$ cat src/verilog/icache_params.svh
//--------------------
// geometry of the two-way instruction cache.
// include in every file that sizes a port or an array.
//--------------------
`ifndef ICACHE_PARAMS_SVH
`define ICACHE_PARAMS_SVH

`define ICACHE_ADDR_W    32 // fetch address.
`define ICACHE_INST_W    32
`define ICACHE_LINE_W    64 // two instructions per line.

// address split is tag[31:9], index[8:3], offset[2:0].
// bit 2 picks the word within the line.
`define ICACHE_OFFSET_W  3
`define ICACHE_INDEX_W   6
`define ICACHE_SETS      64
`define ICACHE_TAG_W     23

`define ICACHE_WAYS      2  // 4 also works.
`define ICACHE_AGE_W     3  // saturates at 7.

`endif

$ cat src/verilog/icache_pkg.sv
//--------------------
// shared types of the instruction cache.
// import with a wildcard in the module header.
//--------------------
`default_nettype none
`include "icache_params.svh"

package icache_pkg;

    typedef enum logic [1:0] {
        IDLE,
        READ,
        CHECK,
        REFILL
    } ctrl_state_e;

    typedef logic [`ICACHE_TAG_W-1:0]   tag_t;
    typedef logic [`ICACHE_INDEX_W-1:0] index_t;
    typedef logic [`ICACHE_LINE_W-1:0]  line_t;
    typedef logic [`ICACHE_INST_W-1:0]  inst_t;
    typedef logic [`ICACHE_AGE_W-1:0]   age_t;

endpackage

`default_nettype wire

$ cat src/verilog/icache_ctrl.sv
//--------------------
// lookup and refill FSM of the instruction cache.
// also walks the sets while fence_i is held and drives
// the per-way write, touch and age strobes.
//--------------------
`timescale 1ns/1ps
`default_nettype none
`include "icache_params.svh"

module icache_ctrl
    import icache_pkg::*;
#(
    parameter int WAY_W = $clog2(`ICACHE_WAYS)
) (
    input  wire                        clk,
    input  wire                        arst_n_i,
    input  wire                        inst_req_i,
    input  wire  [`ICACHE_ADDR_W-1:0]  inst_addr_i,
    input  wire                        fence_i,
    input  wire                        hit_i,
    input  wire  [WAY_W-1:0]           hit_way_i,
    input  wire  [WAY_W-1:0]           victim_way_i,
    input  wire                        mem_valid_i,
    output logic                       inst_valid_o,
    output logic                       mem_req_o,
    output logic [`ICACHE_ADDR_W-1:0]  mem_addr_o,
    output logic [`ICACHE_WAYS-1:0]    way_wr_o,
    output logic [`ICACHE_WAYS-1:0]    way_touch_o,
    output logic                       age_tick_o,
    output logic                       inval_en_o,
    output index_t                     inval_index_o
);

    ctrl_state_e               state_q;
    ctrl_state_e               state_d;
    logic [WAY_W-1:0]          victim_q;
    logic [`ICACHE_INDEX_W:0]  fence_cnt_q; // one extra bit marks the walk as done.

    always_comb begin
        state_d = state_q;
        case (state_q)
            IDLE: begin
                if (inst_req_i && !fence_i)
                    state_d = READ;
            end
            READ: begin
                state_d = CHECK;
            end
            CHECK: begin
                if (hit_i)
                    state_d = IDLE;
                else
                    state_d = REFILL;
            end
            REFILL: begin
                if (mem_valid_i)
                    state_d = READ; // look up again, now hits.
            end
            default: begin
                state_d = IDLE;
            end
        endcase
    end

    always_ff @(posedge clk or negedge arst_n_i) begin
        if (!arst_n_i) begin
            state_q     <= IDLE;
            victim_q    <= '0;
            fence_cnt_q <= '0;
        end else begin
            state_q <= state_d;
            if (state_q == CHECK && !hit_i)
                victim_q <= victim_way_i; // hold the victim for the whole refill.
            if (!fence_i)
                fence_cnt_q <= '0;
            else if (inval_en_o)
                fence_cnt_q <= fence_cnt_q + 1'b1;
        end
    end

    // one set per cycle, only while idle.
    assign inval_en_o    = (state_q == IDLE) && fence_i && !fence_cnt_q[`ICACHE_INDEX_W];
    assign inval_index_o = fence_cnt_q[`ICACHE_INDEX_W-1:0];

    assign inst_valid_o = (state_q == CHECK) && hit_i;
    assign age_tick_o   = (state_q == CHECK) && hit_i;

    assign mem_req_o  = (state_q == REFILL);
    assign mem_addr_o = {inst_addr_i[`ICACHE_ADDR_W-1:`ICACHE_OFFSET_W],
                         {`ICACHE_OFFSET_W{1'b0}}};

    always_comb begin
        way_wr_o    = '0;
        way_touch_o = '0;
        if (state_q == CHECK && hit_i)
            way_touch_o[hit_way_i] = 1'b1;
        if (state_q == REFILL && mem_valid_i) begin
            way_wr_o[victim_q]    = 1'b1;
            way_touch_o[victim_q] = 1'b1;
        end
    end

endmodule

`default_nettype wire

$ cat config.mk
export PLATFORM = sky130hd
export DESIGN_NAME = icache_ctrl
export DESIGN_NICKNAME = d
export VERILOG_FILES = /design/src/verilog/icache_pkg.sv /design/src/verilog/icache_ctrl.sv
export VERILOG_INCLUDE_DIRS = /design/src /design/src/verilog
export SDC_FILE = /design/constraint.sdc
export NUM_CORES = 1
export LEC_CHECK = 0
export BUFFER_PORTS_ARGS = -buffer_cell sky130_fd_sc_hd__buf_2
export CAP_MARGIN = 20
export CORE_MARGIN = 10
export CORE_UTILIZATION = 32
export CTS_BUF_LIST = sky130_fd_sc_hd__clkbuf_16
export DETAILED_ROUTE_END_ITERATION = 6
export HOLD_SLACK_MARGIN = 0.05
export PLACE_DENSITY = 0.87
export SKIP_LAST_GASP = 1
export SLEW_MARGIN = 10
export SYNTH_ARGS = -nofsm -noshare
export SYNTH_HDL_FRONTEND = slang
export SYNTH_SLANG_ARGS = --single-unit
$ cat constraint.sdc
create_clock -name clk -period 1.55 [get_ports clk]
set_input_delay 0.155 -clock clk [delete_from_list [all_inputs] [get_ports clk]]
set_output_delay 0.155 -clock clk [all_outputs]
set_load 0.02 [all_outputs]
---- Word level (Yosys, flattened, before mapping) ----
Index checks and enable logic that the tools add are counted.
storage, ports and cells
  register bits ........................... 10
  input port bits ......................... 40
  output and inout bits ................... 46
  logic and storage cells ................. 41
operators by class
  add/subtract/negate cells ............... 1
  magnitude comparators ................... 4
  equality and inequality tests ........... 6
  muxes and demuxes ....................... 13
  bitwise logic cells ..................... 1
  reduce and logical (&&, ||, !) cells .... 13
operator list
  operator               number
  $mux W7                2
  $mux W2                6
  $logic_and A1 B1 Y1    8
  $pmux W2 S4            1
  $add A7 B1 Y7 const B  1
  $eq A2 B2 Y1 const B   2
  $lt A1 B2 Y1 const B   2
  $ne A2 B2 Y1 const B   2
  $logic_not A1 Y1       3
  $demux W1 S1           2
  $eq A2 B1 Y1 const B   1
  $ge A1 B1 Y1 const B   2
  $logic_not A2 Y1       1
  $mux W1                2
  $ne A2 B1 Y1 const B   1
  $or A2 B2 Y2           1
  $reduce_and A2 Y1      1

---- Logic depth before layout (Yosys ltp) ----
Gate-level depths: netlist of the first run.
  depth in word-level cells ............... 7
  mapped depth ............................ 6
  gate-level depth less buffers ........... 5

---- Worst setup path before layout of the first run ----
OpenSTA, ideal clock, no wires.
  path type ............................... register to register
  from .................................... register state_q[0]
  to ...................................... register fence_cnt_q[5]
  setup time .............................. 0.077 ns
  data arrival time ....................... 1.479 ns
  required time ........................... 1.473 ns
  slack ................................... -0.006 ns
  stages on the path, launching flop included .. 7
  path buffers ............................ 1
  period minus slack after synthesis ...... 1.556 ns
  cells stage by stage .................... dfrtp_1 > inv_1 > ha_1 > nand2b_1 > buf_6 > or4_1 > a21oi_1
on the way
  longest elaborated chain between the ends .. 4
RTL lines
  item                               RTL line           text
  start: declaration                 icache_ctrl.sv:34  ctrl_state_e state_q;
  start signal: assignment           icache_ctrl.sv:71  state_q <= state_d;
  $logic_not A2 Y1                   icache_ctrl.sv:82  assign inval_en_o = (state_q == IDLE) && fence_i && !fence_cnt_q[`ICACHE_INDEX_W];
  $logic_and A1 B1 Y1 (2 in series)  icache_ctrl.sv:82
  $ne A2 B1 Y1 (no source line)      --
  end signal: assignment             icache_ctrl.sv:77  fence_cnt_q <= fence_cnt_q + 1'b1;
  end: declaration                   icache_ctrl.sv:37  logic [`ICACHE_INDEX_W:0] fence_cnt_q;
No other way between the ends.
A chain may end at the register's enable or synchronous reset.

---- Final worst setup path of the first run ----
  from .................................... register state_q[1]
  to ...................................... output port way_touch_o[1]
on the way
  longest elaborated chain between the ends .. 5
  elaborated cells between the ends (all ways) .. 7
  classes of those cells .................. 2 x eq/ne; 2 x mux; 1 x bitwise; 2 x reduce/logical
RTL lines
  item                           RTL line           text
  $eq A2 B2 Y1                   icache_ctrl.sv:95  if (state_q == CHECK && hit_i)
  $logic_and A1 B1 Y1            icache_ctrl.sv:95
  $mux W2                        icache_ctrl.sv:95
  $or A2 B2 Y2 (no source line)  --
  $mux W2 *                      icache_ctrl.sv:97  if (state_q == REFILL && mem_valid_i) begin
  end: declaration               icache_ctrl.sv:28  output logic [`ICACHE_WAYS-1:0] way_touch_o,
Mark *: on every way between the ends. The rest lies on a longest branch, timed or not.

==> flow_metrics.env, run 1 <==
export IMPL_status="completed"
export IMPL_diodes=0
export IMPL_drc=0
export IMPL_hold_path_class="in2reg"
export IMPL_fin_skew_ns=0.0004979
export IMPL_placeableCoreArea_um2=2545
export IMPL_ant_nets=0
export IMPL_mostFrequentLayoutCells="buf_2 (19), dfrtp_1 (8), nor2_1 (5), buf_4 (5)"
export IMPL_fin_crit_sh_pct=97.99
export IMPL_finalSetupViolCount=0
export IMPL_cp_start_kind="flip-flop"
export IMPL_layout_commonest_cell="buf_2"
export IMPL_wire_per_inst_um=15.66
export IMPL_clkLatencyLatePin_ns=0.24
export IMPL_crit_chain="ha_4, and3_1, a21o_1, buf_4"
export IMPL_avgSynthCellArea_um2=8.771
export IMPL_cts_root_buf="clkbuf_16"
export IMPL_yosys_warnings=0
export IMPL_layout_nets=138
export IMPL_fin_setup_tns_ns=0
export IMPL_cts_max_path_buffers=2
export IMPL_path_max_fanout=4
export IMPL_drt_first_iter_violations=10
export IMPL_fin_crit_ns=1.519
export IMPL_io_pins=86
export IMPL_final_layout_size_suffix_gt1_share_pct=45.65
export IMPL_start_util_pct=34.46
export IMPL_synth_distinct_cells=24
export IMPL_synth_seq_area_share_pct=28.53
export IMPL_end_kind="primary output"
export IMPL_worstHoldStart="victim_way_i"
export IMPL_finalHoldViolCount=0
export IMPL_max_vdd_ir_drop_uv=1537
export IMPL_grt_pass1_wl_um=3118
export IMPL_fillerInstances=267
export IMPL_cts_buffers=3
export IMPL_power_density_nw_per_um2=1662
export IMPL_maxCapViolCount=0
export IMPL_first_pass_iters=4
export IMPL_final_cells=122
export IMPL_grt_antenna_before_repair=0
export IMPL_criticalPathCategory="reg2out"
export IMPL_grt_pass1_vias=638
export IMPL_rsz0062_at_grt="yes"
export IMPL_required_ns=1.39
export IMPL_cts_tree="done"
export IMPL_max_stage_delay_ns=0.45
export IMPL_grt_max_degree=11
export IMPL_clk_pin_slew_ns=0.04
export IMPL_maxSlewViolCount=0
export IMPL_yosys_register_bits=10
export IMPL_wl_um=1910
export IMPL_dieArea_um2=5235
export IMPL_fp_row_count=18
export IMPL_area_growth_pct=4.708
export IMPL_place_area_um2=740.7
export IMPL_crit_slowest_cell="dfrtp_2"
export IMPL_final_setup_worst_slack_ns=0.03118
export IMPL_dpl_hpwl_um=1521
export IMPL_holdWs_ns=0.1544
export IMPL_die_y_um=72.36
export IMPL_cts_max_level=1
export IMPL_portBuffers=21
export IMPL_synthCells=100
export IMPL_fin_area_um2=918.4
export IMPL_dp_cells=115
export IMPL_grt_use_total_pct=7.269
export IMPL_seqCellArea_um2=252.7
export IMPL_place_congestion=0.8358
export IMPL_clock_sinks=10
export IMPL_overflow=0
export IMPL_fmax_ghz=0.6584
export IMPL_cp_arrival_ns=1.36
export IMPL_syn_cell_area_um2=877.1
export IMPL_r2r_start="state_q[1]"
export IMPL_die_w_um=72.36
export IMPL_multi_input_area_um2=371.6
export IMPL_via_per_inst=4.779
export IMPL_leakage_uw=0.0004720
export IMPL_vias=583
export IMPL_cp_startpoint="state_q[1]"
export IMPL_place_ws_ns=-0.006817
[worst paths after layout]
kind	to	slack, ns	depth (start not counted)
max in group asynchronous	state_q[0]	1.02	2
min	victim_q	0.15	2
min in group asynchronous	fence_cnt_q[0]	0.32	2
max	way_touch_o[1]	0.03	4
min reg2reg	fence_cnt_q[6]	0.54	1
max reg2reg	fence_cnt_q[5]	0.08	5
[logic make-up after synthesis]
family / Yosys count / share of synthesized area [%]
AND/OR/NAND/NOR: 21 / 12.55
other: 1 / 0.4275
multiplexers: 4 / 4.708
XOR/XNOR: 2 / 1.998
buffers and inverters: 45 / 36.80
AO/OA/AOI/OAI: 12 / 7.848
flip-flops: 10 / 28.53
adder cells (fa/ha/maj): 5 / 7.133
[repair_timing]
| action | 4_1_cts | 5_1_grt |
|---|---|---|
| hold endpoints to repair | 10 | 0 |
| pin swaps | 0 | 2 |
| setup buffers | 1 | 1 |
| endpoints found under the setup margin | 3 | 3 |
| hold buffers | 1 | 0 |
| gates resized for setup | 7 | 12 |
[cell usage after synthesis, drive strengths merged]
cell	number	area [um^2]
a21oi	4	20.02
dfrtp	10	250.2
mux2i	3	30.03
nand2b	2	12.51
xor2	2	17.52
nor2	6	22.52
o22ai	1	6.260
ha	5	62.56
conb	1	3.750
inv	5	18.77
nand3b	1	7.510
o31ai	1	7.510
nand3	3	15.01
a21o	1	7.510
o21ai	4	20.02
mux2	1	11.26
or4	1	7.510
nand2	3	11.26
nor2b	2	12.51
buf	40	304.0
or3	2	15.01
o21a	1	7.510
and3	1	6.260
[stage by stage]
step	power (uW)	utilization, %
finish	1527	36.09
global route	1637	36.09
CTS	1446	33.97
detailed placement	893.0	29.11
global placement	859.4	29.11
floorplan	885.1	-
[metal layers]
layer  track usage [%]  routed length, um
met5                 0                  0
met4             3.441                 53
met3             5.714                287
met2             11.95                944
met1             6.357                623
[cell type report]
cell class / count / area share, %
clock buffer: 3 / 8.174
clock inverter: 1 / 0.4087
inverter: 5 / 2.589
multi-input combinational: 47 / 40.46
sequential: 10 / 27.52
tap: 30 / 4.087
timing repair buffer: 26 / 16.76
[power breakdown]
group,leakage [uW],internal (uW),switching [uW]
Combinational,0.000303,314,351
Clock,0.0000385,338,121
Sequential,0.000131,323,79.5
Total,0.000472,976,551
[worst max-delay path, delay by kind of cell, from the launching register on]
family | cells | cell delay [ns]
DFF | 1 | 0.45
buffers and inverters | 1 | 0.15
and+or+nand+nor | 1 | 0.17
adders and majority gates | 1 | 0.19
AOI/OAI and AO/OA | 1 | 0.15
[sequential cells by signal, summed over array words and instances, names as in the netlist]
name,count
state_q,2
fence_cnt_q,7
victim_q,1
Note: power is estimated with default switching activity, not from simulation.
==> run 2: changes to the inputs <==
--- a/config.mk
+++ b/config.mk
@@ -9,11 +9,12 @@
 export BUFFER_PORTS_ARGS = -buffer_cell sky130_fd_sc_hd__buf_2
 export CAP_MARGIN = 20
 export CORE_MARGIN = 10
-export CORE_UTILIZATION = 32
+export CORE_UTILIZATION = 36
 export CTS_BUF_LIST = sky130_fd_sc_hd__clkbuf_16
 export DETAILED_ROUTE_END_ITERATION = 6
+export GPL_TIMING_DRIVEN = 0
 export HOLD_SLACK_MARGIN = 0.05
-export PLACE_DENSITY = 0.87
+export PLACE_DENSITY = 0.92
 export SKIP_LAST_GASP = 1
 export SLEW_MARGIN = 10
 export SYNTH_ARGS = -nofsm -noshare
==> constraint.sdc (replaced) <==
create_clock -name clk -period 1.5 [get_ports clk]
set_input_delay 0.15 -clock clk [delete_from_list [all_inputs] [get_ports clk]]
set_output_delay 0.15 -clock clk [all_outputs]
set_load 0.02 [all_outputs]
==> run 2 against run 1 <==
Net effect: the flow now finishes with violations (negative setup slack); power is 15% higher; critical path depth stayed put; sequential power is 3% lower; core utilization is 24 points higher; critical path type unchanged; largest power group unchanged.
==> flow_metrics.env, run 2 (synthesized netlist as in run 1, its figures left out) <==
export IMPL_clk_pin_slew_ns=0.04
export IMPL_fin_skew_ns=0.001135
export IMPL_cp_start_kind="flip-flop"
export IMPL_failed_checks="negative setup slack"
export IMPL_maxSlewViolCount=0
export IMPL_clock_power_share_pct=26.2
export IMPL_switchingPower_uw=632.3
export IMPL_swShare_pct=36.11
export IMPL_total_power_uw=1751
export IMPL_end_kind="primary output"
export IMPL_fin_area_um2=1373
export IMPL_largest_reg_flops=7
export IMPL_required_ns=1.35
export IMPL_regMostFlops="fence_cnt_q"
export IMPL_clock_sinks=10
export IMPL_area_growth_pct=56.49
export IMPL_wl_um=2757
export IMPL_cp_arrival_ns=1.36
export IMPL_clkLatencyLatePin_ns=0.23
export IMPL_layout_nets=209
export IMPL_wl_met2_um=1545
export IMPL_p_seq_share_pct=22.3
export IMPL_ant_nets=0
export IMPL_hold_path_class="in2reg"
export IMPL_overflow=0
export IMPL_top_layer="met4"
export IMPL_place_area_um2=1182
export IMPL_cts_root_buf="clkbuf_16"
export IMPL_cts_tree="done"
export IMPL_p_comb_share_pct=51.5
export IMPL_power_density_nw_per_um2=1276
export IMPL_finalSetupViolCount=1
export IMPL_diodes=0
export IMPL_fillerInstances=211
export IMPL_wire_per_inst_um=14.51
export IMPL_place_congestion=0.7083
export IMPL_io_pins=86
export IMPL_r2r_start="state_q[0]"
export IMPL_max_vdd_ir_drop_uv=705.1
export IMPL_fin_crit_sh_pct=100.9
export IMPL_final_layout_size_suffix_gt1_share_pct=70.99
export IMPL_placeableCoreArea_um2=2276
export IMPL_die_y_um=69.36
export IMPL_portBuffers=50
export IMPL_status="finished with violations"
export IMPL_reg2reg_setup_slack_ns=0.07
export IMPL_fp_row_count=17
export IMPL_leakage_uw=0.0007879
export IMPL_min_to="victim_q"
export IMPL_drt_first_iter_violations=41
export IMPL_finalHoldViolCount=0
export IMPL_drc=0
export IMPL_criticalPathCategory="reg2out"
export IMPL_grt_pass1_wl_um=4574
export IMPL_reg2regPathDepth=5
export IMPL_cts_buffers=3
export IMPL_fin_crit_ns=1.514
export IMPL_first_pass_iters=4
export IMPL_die_w_um=69.36
export IMPL_met1_length_um=906
export IMPL_place_ws_ns=-0.09236
export IMPL_cts_max_path_buffers=2
export IMPL_via_per_inst=4.342
export IMPL_dpl_hpwl_um=2226
export IMPL_hold_depth=2
export IMPL_layout_commonest_cell="buf_4"
export IMPL_grt_antenna_before_repair=0
export IMPL_worstHoldStart="victim_way_i"
export IMPL_grt_pass1_vias=977
export IMPL_rsz0062_at_grt="yes"
export IMPL_cell_internal_pwr_uw=1119
export IMPL_r2r_end="fence_cnt_q[3]"
export IMPL_final_setup_worst_slack_ns=-0.01413
export IMPL_start_util_pct=38.54
export IMPL_vias=825
export IMPL_grt_max_degree=11
export IMPL_path_max_fanout=4
export IMPL_dieArea_um2=4811
export IMPL_mostFrequentLayoutCells="buf_4 (49), buf_2 (47), dfrtp_1 (10), nor2_1 (5), o21ai_0 (4)"
export IMPL_cts_max_level=1
export IMPL_cp_startpoint="state_q[1]"
export IMPL_maxCapViolCount=0
export IMPL_fmax_ghz=0.6604
export IMPL_wl_met3_um=284
export IMPL_reg_largest_list="fence_cnt_q (7), state_q (2), victim_q (1)"
export IMPL_grt_use_total_pct=11.44
## run 2: cell count changes in the layout (fill, tap and decap cells not counted), sizes merged
cell / previous run / this run
buf: 25 / 96
clkinv: 1 / 0
## run 2: layout make-up
type	instances	area (um^2)	share of cell area [%]
Tap cell	28	35.03	2.552
Clock buffer	3	75.07	5.469
Inverter	5	18.77	1.367
Multi-Input combinational cell	47	380.4	27.71
Buffer	39	292.8	21.33
Sequential cell	10	250.2	18.23
Timing Repair Buffer	58	320.3	23.34
## run 2: repair_timing
action | in CTS | in global routing
hold buffers | 1 | 0
resized for setup | 6 | 9
pin swaps | 3 | 2
buffers inserted | 5 | 2
endpoints found under the setup margin | 6 | 7
endpoints found under the hold margin | 10 | 0
## run 2: how the worst max path moves through the flow
| stage | to | slack [ns] | cells after the start |
|---|---|---|---|
| after floorplan | fence_cnt_q[5] | 0.004 | 6 |
| after global placement | fence_cnt_q[5] | -0.05 | 6 |
| after detailed placement | fence_cnt_q[5] | -0.09 | 6 |
| after CTS | way_touch_o[1] | -0.007 | 6 |
| after global routing | way_touch_o[1] | -0.06 | 4 |
| final | way_touch_o[1] | -0.01 | 4 |
## run 2: per-layer routing
layer / vias up / track usage (%)
li1: 405 / -
met5: - / 0
met1: 368 / 9.861
met2: 48 / 21.98
met4: 0 / 3.991
met3: 4 / 5.563
## run 2: power by group through the flow
| stage | Combinational (uW) | Clock (uW) | Sequential, uW |
|---|---|---|---|
| final | 902 | 458 | 391 |
| after global routing | 999 | 488 | 403 |
| after CTS | 859 | 466 | 389 |
| after detailed placement | 731 | 0 | 392 |
| after global placement | 709 | 0 | 390 |
| after floorplan | 560 | 0 | 377 |
## run 2: stage by stage
step | util (%) | TNS [ns] | instances | hold slack (ns)
4_1_cts | 58.33 | -0.01197 | 189 | 0.1534
2_1_floorplan | - | 0 | 102 | -0.1456
5_1_grt | 60.31 | -0.06371 | 190 | 0.1706
6_report | 60.31 | -0.01413 | 190 | 0.1543
3_5_place_dp | 51.95 | -0.1202 | 180 | 0.02298
3_3_place_gp | 51.95 | -0.04649 | 180 | 0.01801
## run 2: worst max-delay path, cell delays in order (launching register included)
cell and delay [ns]:
dfrtp_1 0.42, ha_2 0.22, and3_1 0.18, a21o_1 0.16
buf_4 0.15
