**src/verilog/icache_params.svh**
```systemverilog
//--------------------
// geometry of the two-way instruction cache.
// include in every file that sizes a port or an array.
//--------------------
`ifndef ICACHE_PARAMS_SVH
`define ICACHE_PARAMS_SVH

`define ICACHE_ADDR_W    32 // fetch address.
`define ICACHE_INST_W    32
`define ICACHE_LINE_W    64 // two instructions per line.

// address split is tag[31:9], index[8:3], offset[2:0].
// bit 2 picks the word within the line.
`define ICACHE_OFFSET_W  3
`define ICACHE_INDEX_W   6
`define ICACHE_SETS      64
`define ICACHE_TAG_W     23

`define ICACHE_WAYS      2  // 4 also works.
`define ICACHE_AGE_W     3  // saturates at 7.

`endif

```
**src/verilog/icache_pkg.sv**
```systemverilog
//--------------------
// shared types of the instruction cache.
// import with a wildcard in the module header.
//--------------------
`default_nettype none
`include "icache_params.svh"

package icache_pkg;

    typedef enum logic [1:0] {
        IDLE,
        READ,
        CHECK,
        REFILL
    } ctrl_state_e;

    typedef logic [`ICACHE_TAG_W-1:0]   tag_t;
    typedef logic [`ICACHE_INDEX_W-1:0] index_t;
    typedef logic [`ICACHE_LINE_W-1:0]  line_t;
    typedef logic [`ICACHE_INST_W-1:0]  inst_t;
    typedef logic [`ICACHE_AGE_W-1:0]   age_t;

endpackage

`default_nettype wire

```
**src/verilog/icache_select.sv**
```systemverilog
//--------------------
// merges the way outputs: hit, hit way, victim way and
// the instruction word picked by address bit 2.
//--------------------
`timescale 1ns/1ps
`default_nettype none
`include "icache_params.svh"

module icache_select
    import icache_pkg::*;
#(
    parameter int WAY_W = $clog2(`ICACHE_WAYS)
) (
    input  wire  [`ICACHE_WAYS-1:0] hit_i,
    input  wire  [`ICACHE_WAYS-1:0] valid_i,
    input  line_t                   line_i [`ICACHE_WAYS],
    input  age_t                    age_i  [`ICACHE_WAYS],
    input  wire                     word_sel_i,
    output logic                    hit_o,
    output logic [WAY_W-1:0]        hit_way_o,
    output logic [WAY_W-1:0]        victim_way_o,
    output inst_t                   inst_data_o
);

    line_t sel_line;
    logic  found;
    age_t  best_age;

    assign hit_o = |hit_i;

    always_comb begin
        hit_way_o = '0;
        for (int w = `ICACHE_WAYS - 1; w >= 0; w--) begin
            if (hit_i[w])
                hit_way_o = WAY_W'(w); // lowest hitting way wins.
        end
    end

    assign sel_line    = line_i[hit_way_o];
    assign inst_data_o = word_sel_i ? sel_line[`ICACHE_LINE_W-1 -: `ICACHE_INST_W]
                                    : sel_line[`ICACHE_INST_W-1:0];

    // invalid way first, then the oldest; ties go to the lower way.
    always_comb begin
        found        = 1'b0;
        best_age     = '0;
        victim_way_o = '0;
        for (int w = 0; w < `ICACHE_WAYS; w++) begin
            if (!found && !valid_i[w]) begin
                found        = 1'b1;
                victim_way_o = WAY_W'(w);
            end
        end
        if (!found) begin
            for (int w = 0; w < `ICACHE_WAYS; w++) begin
                if (w == 0 || age_i[w] > best_age) begin
                    best_age     = age_i[w];
                    victim_way_o = WAY_W'(w);
                end
            end
        end
    end

endmodule

`default_nettype wire

```
**config.mk**
```make
export PLATFORM = sky130hd
export DESIGN_NAME = icache_select
export DESIGN_NICKNAME = d
export VERILOG_FILES = /design/src/verilog/icache_pkg.sv /design/src/verilog/icache_select.sv
export VERILOG_INCLUDE_DIRS = /design/src /design/src/verilog
export SDC_FILE = /design/constraint.sdc
export NUM_CORES = 1
export LEC_CHECK = 0
export BUFFER_PORTS_ARGS = -buffer_cell sky130_fd_sc_hd__buf_4
export CAP_MARGIN = 5
export CORE_AREA = 2 2 67 69
export DETAILED_ROUTE_END_ITERATION = 8
export DIE_AREA = 0 0 69 71
export PLACE_DENSITY = 0.78
export SYNTH_ARGS = -nofsm -noshare
export SYNTH_HDL_FRONTEND = slang
export SYNTH_SLANG_ARGS = --single-unit
```
**constraint.sdc**
```tcl
create_clock -name vclk -period 1.9
set_clock_uncertainty 0.05 [all_clocks]
set_input_delay 0.095 -clock vclk [all_inputs]
set_output_delay 0.095 -clock vclk [all_outputs]
set_load 0.02 [all_outputs]
```
; Yosys cells after proc, flatten, opt, wreduce, memory -nomap -nowiden
; Index checks and enable logic that the tools add are counted.
[word_totals]
elab_cells = 18
register_bits = 0
[classes]
bitwise = 1
reduce_logical = 3
order_cmp = 2
muxes = 12
[ops]
columns = cell, n
row1 = $mux 64, 3
row2 = $mux 32, 1
row3 = $mux 1, 7
row4 = $gt 3x3->1, 1
row5 = $mux 3, 1
row6 = $ge 2x2->1 const B, 1
row7 = $not 1->2, 1
row8 = $reduce_or 2->1, 1
row9 = $logic_and 1x1->1, 1
row10 = $logic_not 1->1, 1

; Depth between registers and ports, before layout
; Gate-level depths: netlist (run 1).
[logic_depth]
depth_word = 7
ltp_mapped = 4

; Worst setup path before layout (run 1)
; No wires, ideal clock.
[synth_timing]
path_kind = input port to output port
start = input hit_i[0]
end = output inst_data_o[30]
path_buffers = 1
cell_stages = 4
t_required_ns = 1.755
setup_slack_ns = 0.548
arrival_time_ns = 1.207
path_cell_list = nand2b_4 buf_6 inv_1 mux4_1
[synth_via]
elab_chain_len = 6
[synth_rtl]
columns = element, line_no
row1 = "start, declared", icache_select.sv:14  ; input wire [`ICACHE_WAYS-1:0] hit_i,
row2 = $mux 1, icache_select.sv:34  ; if (hit_i[w])
row3 = via hit_way_o, icache_select.sv:20  ; output logic [WAY_W-1:0] hit_way_o,
row4 = $not 1->2 (implied by the code), icache_select.sv:39  ; assign sel_line = line_i[hit_way_o];
row5 = $mux 64 (implied by the code) (3 in a row), icache_select.sv:39
row6 = $mux 32, icache_select.sv:40  ; assign inst_data_o = word_sel_i ? sel_line[`ICACHE_LINE_W-1 -: `ICACHE_INST_W]
row7 = "end, declared", icache_select.sv:22  ; output inst_t inst_data_o
; The timed path passes the listed nets, and every way through them passes these cells. The select of a mux whose other input is x is not followed.

; Worst setup path in the final report (run 1)
[layout_timing]
start = input hit_i[0]
end = output inst_data_o[22]
[layout_via]
elab_chain_len = 6
[layout_rtl]
columns = element, line_no
row1 = $mux 1, icache_select.sv:34
row2 = $not 1->2 (implied by the code), icache_select.sv:39
row3 = $mux 64 (implied by the code) (3 in a row), icache_select.sv:39
row4 = $mux 32, icache_select.sv:40
; No other way between the ends. The select of a mux whose other input is x is not followed.

==> impl_metrics.json, run 1 <==
{
  "outcome": "completed",
  "fillers": 402,
  "muxShareOfSynthArea": 0.791,
  "synth_area_um2": 921,
  "nets": 366,
  "combPwrFrac": 1.000,
  "ir_worst_vdd_mv": 0.115,
  "setup_violations": 0,
  "met3_length_um": 395,
  "top_layer": "met4",
  "synth_top_area_share": 0.734,
  "path_max_fanout": 13,
  "syn-num-nets": 195,
  "grt_use_total": 0.183,
  "flops_and_latches": 0,
  "yosys_warnings": 0,
  "yosysUniqueCellTypes": 14,
  "power_switching_mw": 0.231,
  "drt_iter0_markers": 42,
  "met2_length_um": 2660,
  "die_w_um": 69,
  "max-cap-violations": 0,
  "layout_setup_ws_ns": 0.405,
  "drive_above_1_share": 0.937,
  "holdCritStartpoint": "hit_i[0]",
  "slew_headroom": 0.703,
  "whs_endpoint": "hit_o",
  "switching_share": 0.371,
  "core_um2": 4200,
  "area_growth_pct": 143,
  "place.gp.congestion": 0.807,
  "drt_pre_antenna_iters": 4,
  "p_clk_frac": 0,
  "clock_buffers": 0,
  "synthAdderAreaFrac": 0.0408,
  "port_buffers": 174,
  "seq_area_um2": 0,
  "design.die.area_um2": 4900,
  "seqPwrFrac": 0,
  "wl_met1_um": 1700,
  "synth_compound_area_frac": 0.0109,
  "cts_setup_buffers": 0,
  "dr_total_vias": 1310,
  "hold_viol_final": 0,
  "tns_ns": 0,
  "p_per_area_nw_per_um2": 278,
  "path_class": "in2out",
  "layout.cells.non_filler": 274,
  "antenna_found_initial": 0,
  "grt_pass1_wl_um": 7280,
  "hold_depth": 3,
  "wirelength_um": 4800,
  "final_util": 0.532,
  "ios": 174,
  "syn_inst": 53,
  "ant_nets": 0,
  "arrival_ns": 1.35,
  "via_per_inst": 4.78,
  "synth_top_family_by_area": "multiplexers",
  "synth-xor-area-share": 0,
  "place_ws_ns": 0.378,
  "grt_start_max_net_pins": 33,
  "maxSlewViolCount": 0,
  "crit_required_ns": 1.75,
  "netlist.top_cell.by_area": "mux4_2",
  "p_leak_nw": 1.15,
  "rows": 24,
  "period_share": 0.787,
  "rsz0062_at_grt": "false",
  "overflow": 0,
  "critPathLaunchType": "input pin",
  "ys_seq_area_frac": 0,
  "cts-resized-gates": 0,
  "p_total_mw": 0.622,
  "p_int_mw": 0.391,
  "drc_errors": 0,
  "antenna_cells": 0,
  "wire_per_inst_um": 17.5,
  "tightest_slew_ns": 0.446,
  "synth-simple-area-share": 0.0516,
  "hp-class": "in2out",
  "syn_area_per_cell_um2": 17.4,
  "initial_core_util": 0.219,
  "cp-end-kind": "output pin",
  "hold_buffers": 0,
  "fmax_ghz": 0.669,
  "multi_input_area_um2": 823,
  "dpl.cell_count": 274,
  "die_y_um": 71,
  "min_period_ns": 1.49,
  "grt_pass1_vias": 1458,
  "yosys-top-cells-area": "mux4_2 (73%), buf_12 (6.5%), mux4_1 (5.7%)"
}
[cell usage in the layout, fill, tap and decap left out]
| cell type | n |
|---|---|
| nand2b_4 | 1 |
| ha_1 | 3 |
| mux4_1 | 2 |
| mux4_2 | 30 |
| and3b_1 | 1 |
| buf_12 | 1 |
| inv_1 | 4 |
| nand4_1 | 1 |
| buf_4 | 175 |
| nand2b_1 | 1 |
| o311a_1 | 1 |
| and2_1 | 1 |
| or2_2 | 1 |
[worst max-delay path: stages]
cell      delay (ns)
buf_4           0.08
nand2b_4        0.16
buf_4           0.28
mux4_2          0.56
buf_4           0.18
[power groups by stage]
stage / Sequential [mW] / Combinational (mW) / Clock [mW]
floorplan: 0 / 0.286 / 0
global placement: 0 / 0.613 / 0
detailed placement: 0 / 0.627 / 0
CTS: 0 / 0.628 / 0
global route: 0 / 0.657 / 0
finish: 0 / 0.622 / 0
[cells by family (layout without fill, tap and decap cells)]
| kind of cell | after synthesis | count (layout) |
|---|---|---|
| buffers and inverters | 11 | 180 |
| adders and majority gates | 3 | 3 |
| AOI/OAI and AO/OA | 1 | 1 |
| and+or+nand+nor | 6 | 6 |
| muxes | 32 | 32 |
[metal layers]
metal | track usage | vias up
li1 | - | 593
met5 | 0 | -
met4 | 0.0240 | 0
met1 | 0.223 | 630
met2 | 0.350 | 83
met3 | 0.0256 | 4
[layout make-up]
cell class                      count  share of cell area
Timing Repair Buffer              176               0.596
Multi-Input combinational cell     42               0.368
Tap cell                           52              0.0291
Inverter                            4             0.00671
[how the worst max path moves through the flow]
stage,from,slack (ns),cells after the start,to
after floorplan,hit_i[0],0.55,4,inst_data_o[30]
after global placement,hit_i[0],0.44,5,inst_data_o[28]
after CTS,hit_i[0],0.38,5,inst_data_o[22]
final,hit_i[0],0.41,5,inst_data_o[22]
after global routing,hit_i[0],0.33,5,inst_data_o[22]
after detailed placement,hit_i[0],0.38,5,inst_data_o[22]
[metrics by stage]
step	hold WS, ns	area, um2
2_1_floorplan	0.280	921
3_3_place_gp	0.440	2240
3_5_place_dp	0.446	2240
4_1_cts	0.445	2240
5_1_grt	0.449	2240
6_report	0.440	2240
[cells in the mapped netlist]
cell type / count
nand2b_1: 1
mux4_1: 2
and2_1: 1
nand2b_4: 1
inv_1: 4
ha_1: 3
nand4_1: 1
or2_2: 1
buf_6: 1
buf_12: 3
buf_1: 3
and3b_1: 1
mux4_2: 30
o311a_1: 1
Power figures use the tool's default switching activity.
==> inputs of run 2 (changes only) <==
--- a/config.mk
+++ b/config.mk
@@ -6,12 +6,13 @@
 export SDC_FILE = /design/constraint.sdc
 export NUM_CORES = 1
 export LEC_CHECK = 0
+export ABC_AREA = 1
 export BUFFER_PORTS_ARGS = -buffer_cell sky130_fd_sc_hd__buf_4
 export CAP_MARGIN = 5
-export CORE_AREA = 2 2 67 69
+export CORE_MARGIN = 2
+export CORE_UTILIZATION = 30
 export DETAILED_ROUTE_END_ITERATION = 8
-export DIE_AREA = 0 0 69 71
-export PLACE_DENSITY = 0.78
+export PLACE_DENSITY = 0.86
 export SYNTH_ARGS = -nofsm -noshare
 export SYNTH_HDL_FRONTEND = slang
 export SYNTH_SLANG_ARGS = --single-unit
==> constraint.sdc (replaced) <==
create_clock -name vclk -period 1.2
set_clock_uncertainty 0.05 [all_clocks]
set_input_delay 0.06 -clock vclk [all_inputs]
set_output_delay 0.06 -clock vclk [all_outputs]
set_load 0.02 [all_outputs]
==> impl_metrics.json, run 2 <==
{
  "place.gp.congestion": 0.852,
  "antenna_found_initial": 0,
  "cp-end-kind": "output pin",
  "ir_worst_vdd_mv": 0.219,
  "dr_total_vias": 2457,
  "period_share": 0.921,
  "final_cell_mix": "nand2_1 (228), buf_4 (179), inv_1 (39)",
  "drt_pre_antenna_iters": 4,
  "crit_required_ns": 1.09,
  "overflow": 0,
  "min_period_ns": 1.11,
  "hold_ws_ns": 0.372,
  "drive_above_1_share": 0.385,
  "rsz0062_at_grt": "false",
  "synth_area_um2": 1370,
  "yosysMostFrequentCell": "nand2_1",
  "tns_ns": 0,
  "max-cap-violations": 0,
  "syn_inst": 330,
  "outcome": "completed",
  "die_w_um": 71.5,
  "core_um2": 4380,
  "p_per_area_nw_per_um2": 411,
  "rows": 24,
  "drt_iter0_markers": 66,
  "area_growth_pct": 104,
  "arrival_ns": 1.00,
  "tightest_slew_ns": 0.180,
  "drc_errors": 0,
  "p_leak_nw": 1.88,
  "yosysUniqueCellTypes": 16,
  "clock_buffers": 0,
  "dp_hpwl_um": 4770,
  "die_y_um": 71.5,
  "yosys-top-cells-area": "nand2_1 (63%), inv_1 (11%), o21ai_0 (9.5%)",
  "netlist.top_cell.by_area": "nand2_1",
  "setup_violations": 0,
  "path_class": "in2out",
  "maxSlewViolCount": 0,
  "grt_start_max_net_pins": 46,
  "yosys_warnings": 0,
  "final_util": 0.635,
  "hold_buffers": 0,
  "wirelength_um": 5910,
  "synth_common_cells": "nand2_1 (228), inv_1 (39), o21ai_0 (26)",
  "grt_pass1_vias": 2146,
  "syn-num-nets": 472,
  "ios": 174,
  "fmax_ghz": 0.905,
  "cts_setup_buffers": 0,
  "ys_seq_area_frac": 0,
  "hold_viol_final": 0,
  "antenna_cells": 0,
  "via_per_inst": 4.50,
  "seq_area_um2": 0,
  "final_common_cell": "nand2_1",
  "syn_area_per_cell_um2": 4.14,
  "nets": 638,
  "initial_core_util": 0.312,
  "synth_top_area_share": 0.626,
  "critPathLaunchType": "input pin",
  "p_total_mw": 1.14,
  "flops_and_latches": 0,
  "hp-class": "in2out",
  "wire_per_inst_um": 10.8,
  "grt_use_total": 0.206,
  "grt_pass1_wl_um": 8910,
  "cts-resized-gates": 0,
  "place_ws_ns": 0.0888,
  "port_buffers": 174,
  "slew_headroom": 0.880,
  "design.die.area_um2": 5110,
  "path_max_fanout": 20,
  "layout_setup_ws_ns": 0.0948,
  "ant_nets": 0
}
==> run 2: logic make-up (layout without fill, tap and decap cells) <==
kind of cell	count (synthesis)	in the layout	synth area share
and+or+nand+nor	233	233	0.650
buffers and inverters	61	225	0.197
adders and majority gates	3	3	0.0275
AOI/OAI and AO/OA	33	33	0.126
==> run 2: worst max-delay path: stages <==
cell,delay [ns]
buf_4,0.11
inv_2,0.08
nand2_8,0.10
clkbuf_16,0.19
o21ai_0,0.15
nand2_1,0.08
nand2_1,0.08
buf_4,0.14
==> run 2: routing by layer <==
layer | vias to the layer above | wire, um | GRT usage
met4 | 0 | 114 | 0.0335
met2 | 116 | 3100 | 0.415
met1 | 1034 | 2130 | 0.228
li1 | 1297 | - | -
met3 | 10 | 574 | 0.0295
met5 | - | 0 | 0
==> run 2: final timing paths <==
path | endpoint | cells after the start | from
setup / recovery | inst_data_o[11] | 8 | hit_i[0]
hold / removal | hit_o | 3 | hit_i[0]
==> run 2: area by class of cell <==
type	count	area [um2]
multi-input cells	269	1110
well taps	52	65.1
fillers	451	1600
inverters	41	159
repair buffers	184	1450
==> run 2: power by group <==
group / switching, mW / leakage [nW] / internal (mW) / total (mW)
logic: 0.538 / 1.88 / 0.606 / 1.14
clock network: 0 / 0 / 0 / 0
registers: 0 / 0 / 0 / 0
total: 0.538 / 1.88 / 0.606 / 1.14
==> run 2: stage by stage <==
step                      instance area [um2]  instances
after CTS                                2720        544
after global placement                   2720        544
after floorplan                          1370        330
final                                    2790        546
after detailed placement                 2720        544
after global routing                     2790        546
==> inputs of run 3 (changes only) <==
--- a/config.mk
+++ b/config.mk
@@ -6,13 +6,13 @@
 export SDC_FILE = /design/constraint.sdc
 export NUM_CORES = 1
 export LEC_CHECK = 0
-export ABC_AREA = 1
 export BUFFER_PORTS_ARGS = -buffer_cell sky130_fd_sc_hd__buf_4
 export CAP_MARGIN = 5
-export CORE_MARGIN = 2
-export CORE_UTILIZATION = 30
+export CORE_AREA = 2 2 68 70
 export DETAILED_ROUTE_END_ITERATION = 8
-export PLACE_DENSITY = 0.86
+export DIE_AREA = 0 0 70 72
+export GPL_TIMING_DRIVEN = 1
+export PLACE_DENSITY = 0.79
 export SYNTH_ARGS = -nofsm -noshare
 export SYNTH_HDL_FRONTEND = slang
 export SYNTH_SLANG_ARGS = --single-unit
==> impl_metrics.json, run 3 (same netlist as run 1, synthesis figures left out) <==
{
  "tns_ns": -1.89,
  "antenna_cells": 0,
  "slew_headroom": 0.881,
  "nets": 369,
  "grt_use_total": 0.187,
  "critPathLaunchType": "input pin",
  "drive_above_1_share": 0.969,
  "rsz0062_at_grt": "true",
  "overflow": 0,
  "seq_area_um2": 0,
  "cp-end-kind": "output pin",
  "ios": 174,
  "power_switching_mw": 0.402,
  "max-cap-violations": 0,
  "p_int_mw": 0.716,
  "port_buffers": 174,
  "p_per_area_nw_per_um2": 457,
  "hp-class": "in2out",
  "fmax_ghz": 0.782,
  "wirelength_um": 5180,
  "place_ws_ns": -0.129,
  "wire_per_inst_um": 18.7,
  "ir_worst_vdd_mv": 0.174,
  "arrival_ns": 1.17,
  "period_share": 1.07,
  "design.die.area_um2": 5040,
  "hold_depth": 3,
  "die_y_um": 72,
  "maxSlewViolCount": 0,
  "final_common_cell": "buf_4",
  "path_class": "in2out",
  "grt_pass1_vias": 1460,
  "crit_required_ns": 1.09,
  "min_period_ns": 1.28,
  "initial_core_util": 0.216,
  "clock_buffers": 0,
  "outcome": "finished with violations",
  "grt_start_max_net_pins": 33,
  "via_per_inst": 4.79,
  "core_um2": 4260,
  "grt_pass1_wl_um": 7400,
  "ant_nets": 0,
  "p_leak_nw": 1.20,
  "antenna_found_initial": 0,
  "rows": 24,
  "area_growth_pct": 165,
  "switching_share": 0.359,
  "violations": "negative setup slack",
  "tightest_slew_ns": 0.179,
  "setup_violations": 30,
  "drc_errors": 0,
  "p_clk_frac": 0,
  "path_max_fanout": 15,
  "drt_iter0_markers": 40,
  "hold_buffers": 0,
  "drt_pre_antenna_iters": 4,
  "hold_viol_final": 0,
  "dr_total_vias": 1328,
  "flops_and_latches": 0,
  "combPwrFrac": 1.000,
  "fillers": 374,
  "final_cell_mix": "buf_4 (140), buf_6 (36), mux4_2 (32)",
  "place.gp.congestion": 0.824,
  "layout_setup_ws_ns": -0.0793,
  "die_w_um": 70,
  "seqPwrFrac": 0
}
==> run 3: final timing paths <==
check | startpoint | to | slack, ns
worst min-delay path | hit_i[0] | hit_o | 0.36
worst max-delay path | hit_i[0] | inst_data_o[5] | -0.08
==> run 3: final cells by class <==
class	instances	area [um2]	share of cell area
tap	52	65.1	0.0266
inverter	4	21.3	0.00870
multi-input combinational	42	841	0.344
timing repair buffer	179	1520	0.621
==> run 3: metrics by stage <==
stage          std cells  hold WS, ns  total power, mW  area (um2)   util
2_1_floorplan         53        0.210            0.455         921      -
4_1_cts              277        0.357             1.11        2420  0.569
3_3_place_gp         275        0.367            0.995        2270  0.532
3_5_place_dp         275        0.370             1.01        2270  0.532
6_report             277        0.356             1.12        2440  0.573
5_1_grt              277        0.371             1.17        2440  0.573
==> run 3: what timing repair did <==
| item | in CTS | in global routing |
|---|---|---|
| setup endpoints to repair | 32 | 32 |
| setup buffers | 2 | 0 |
| pin swaps | 1 | 3 |
| gates resized for setup | 37 | 5 |
==> run 3: power by group through the flow <==
stage          Sequential, mW  Clock (mW)  Combinational, mW
2_1_floorplan               0           0              0.455
3_3_place_gp                0           0              0.995
3_5_place_dp                0           0               1.01
4_1_cts                     0           0               1.11
5_1_grt                     0           0               1.17
6_report                    0           0               1.12
==> run 3: worst max-delay path, stage by stage <==
cell	delay (ns)
buf_6	0.07
nand2b_4	0.16
buf_12	0.18
mux4_2	0.54
buf_6	0.15
==> run 3: metal layers <==
| metal | track usage | part of all wire | vias to the layer above |
|---|---|---|---|
| met5 | 0 | 0 | - |
| met4 | 0.0235 | 0.011 | 0 |
| met3 | 0.0389 | 0.10 | 4 |
| met2 | 0.386 | 0.58 | 101 |
| met1 | 0.200 | 0.31 | 625 |
| li1 | - | - | 598 |
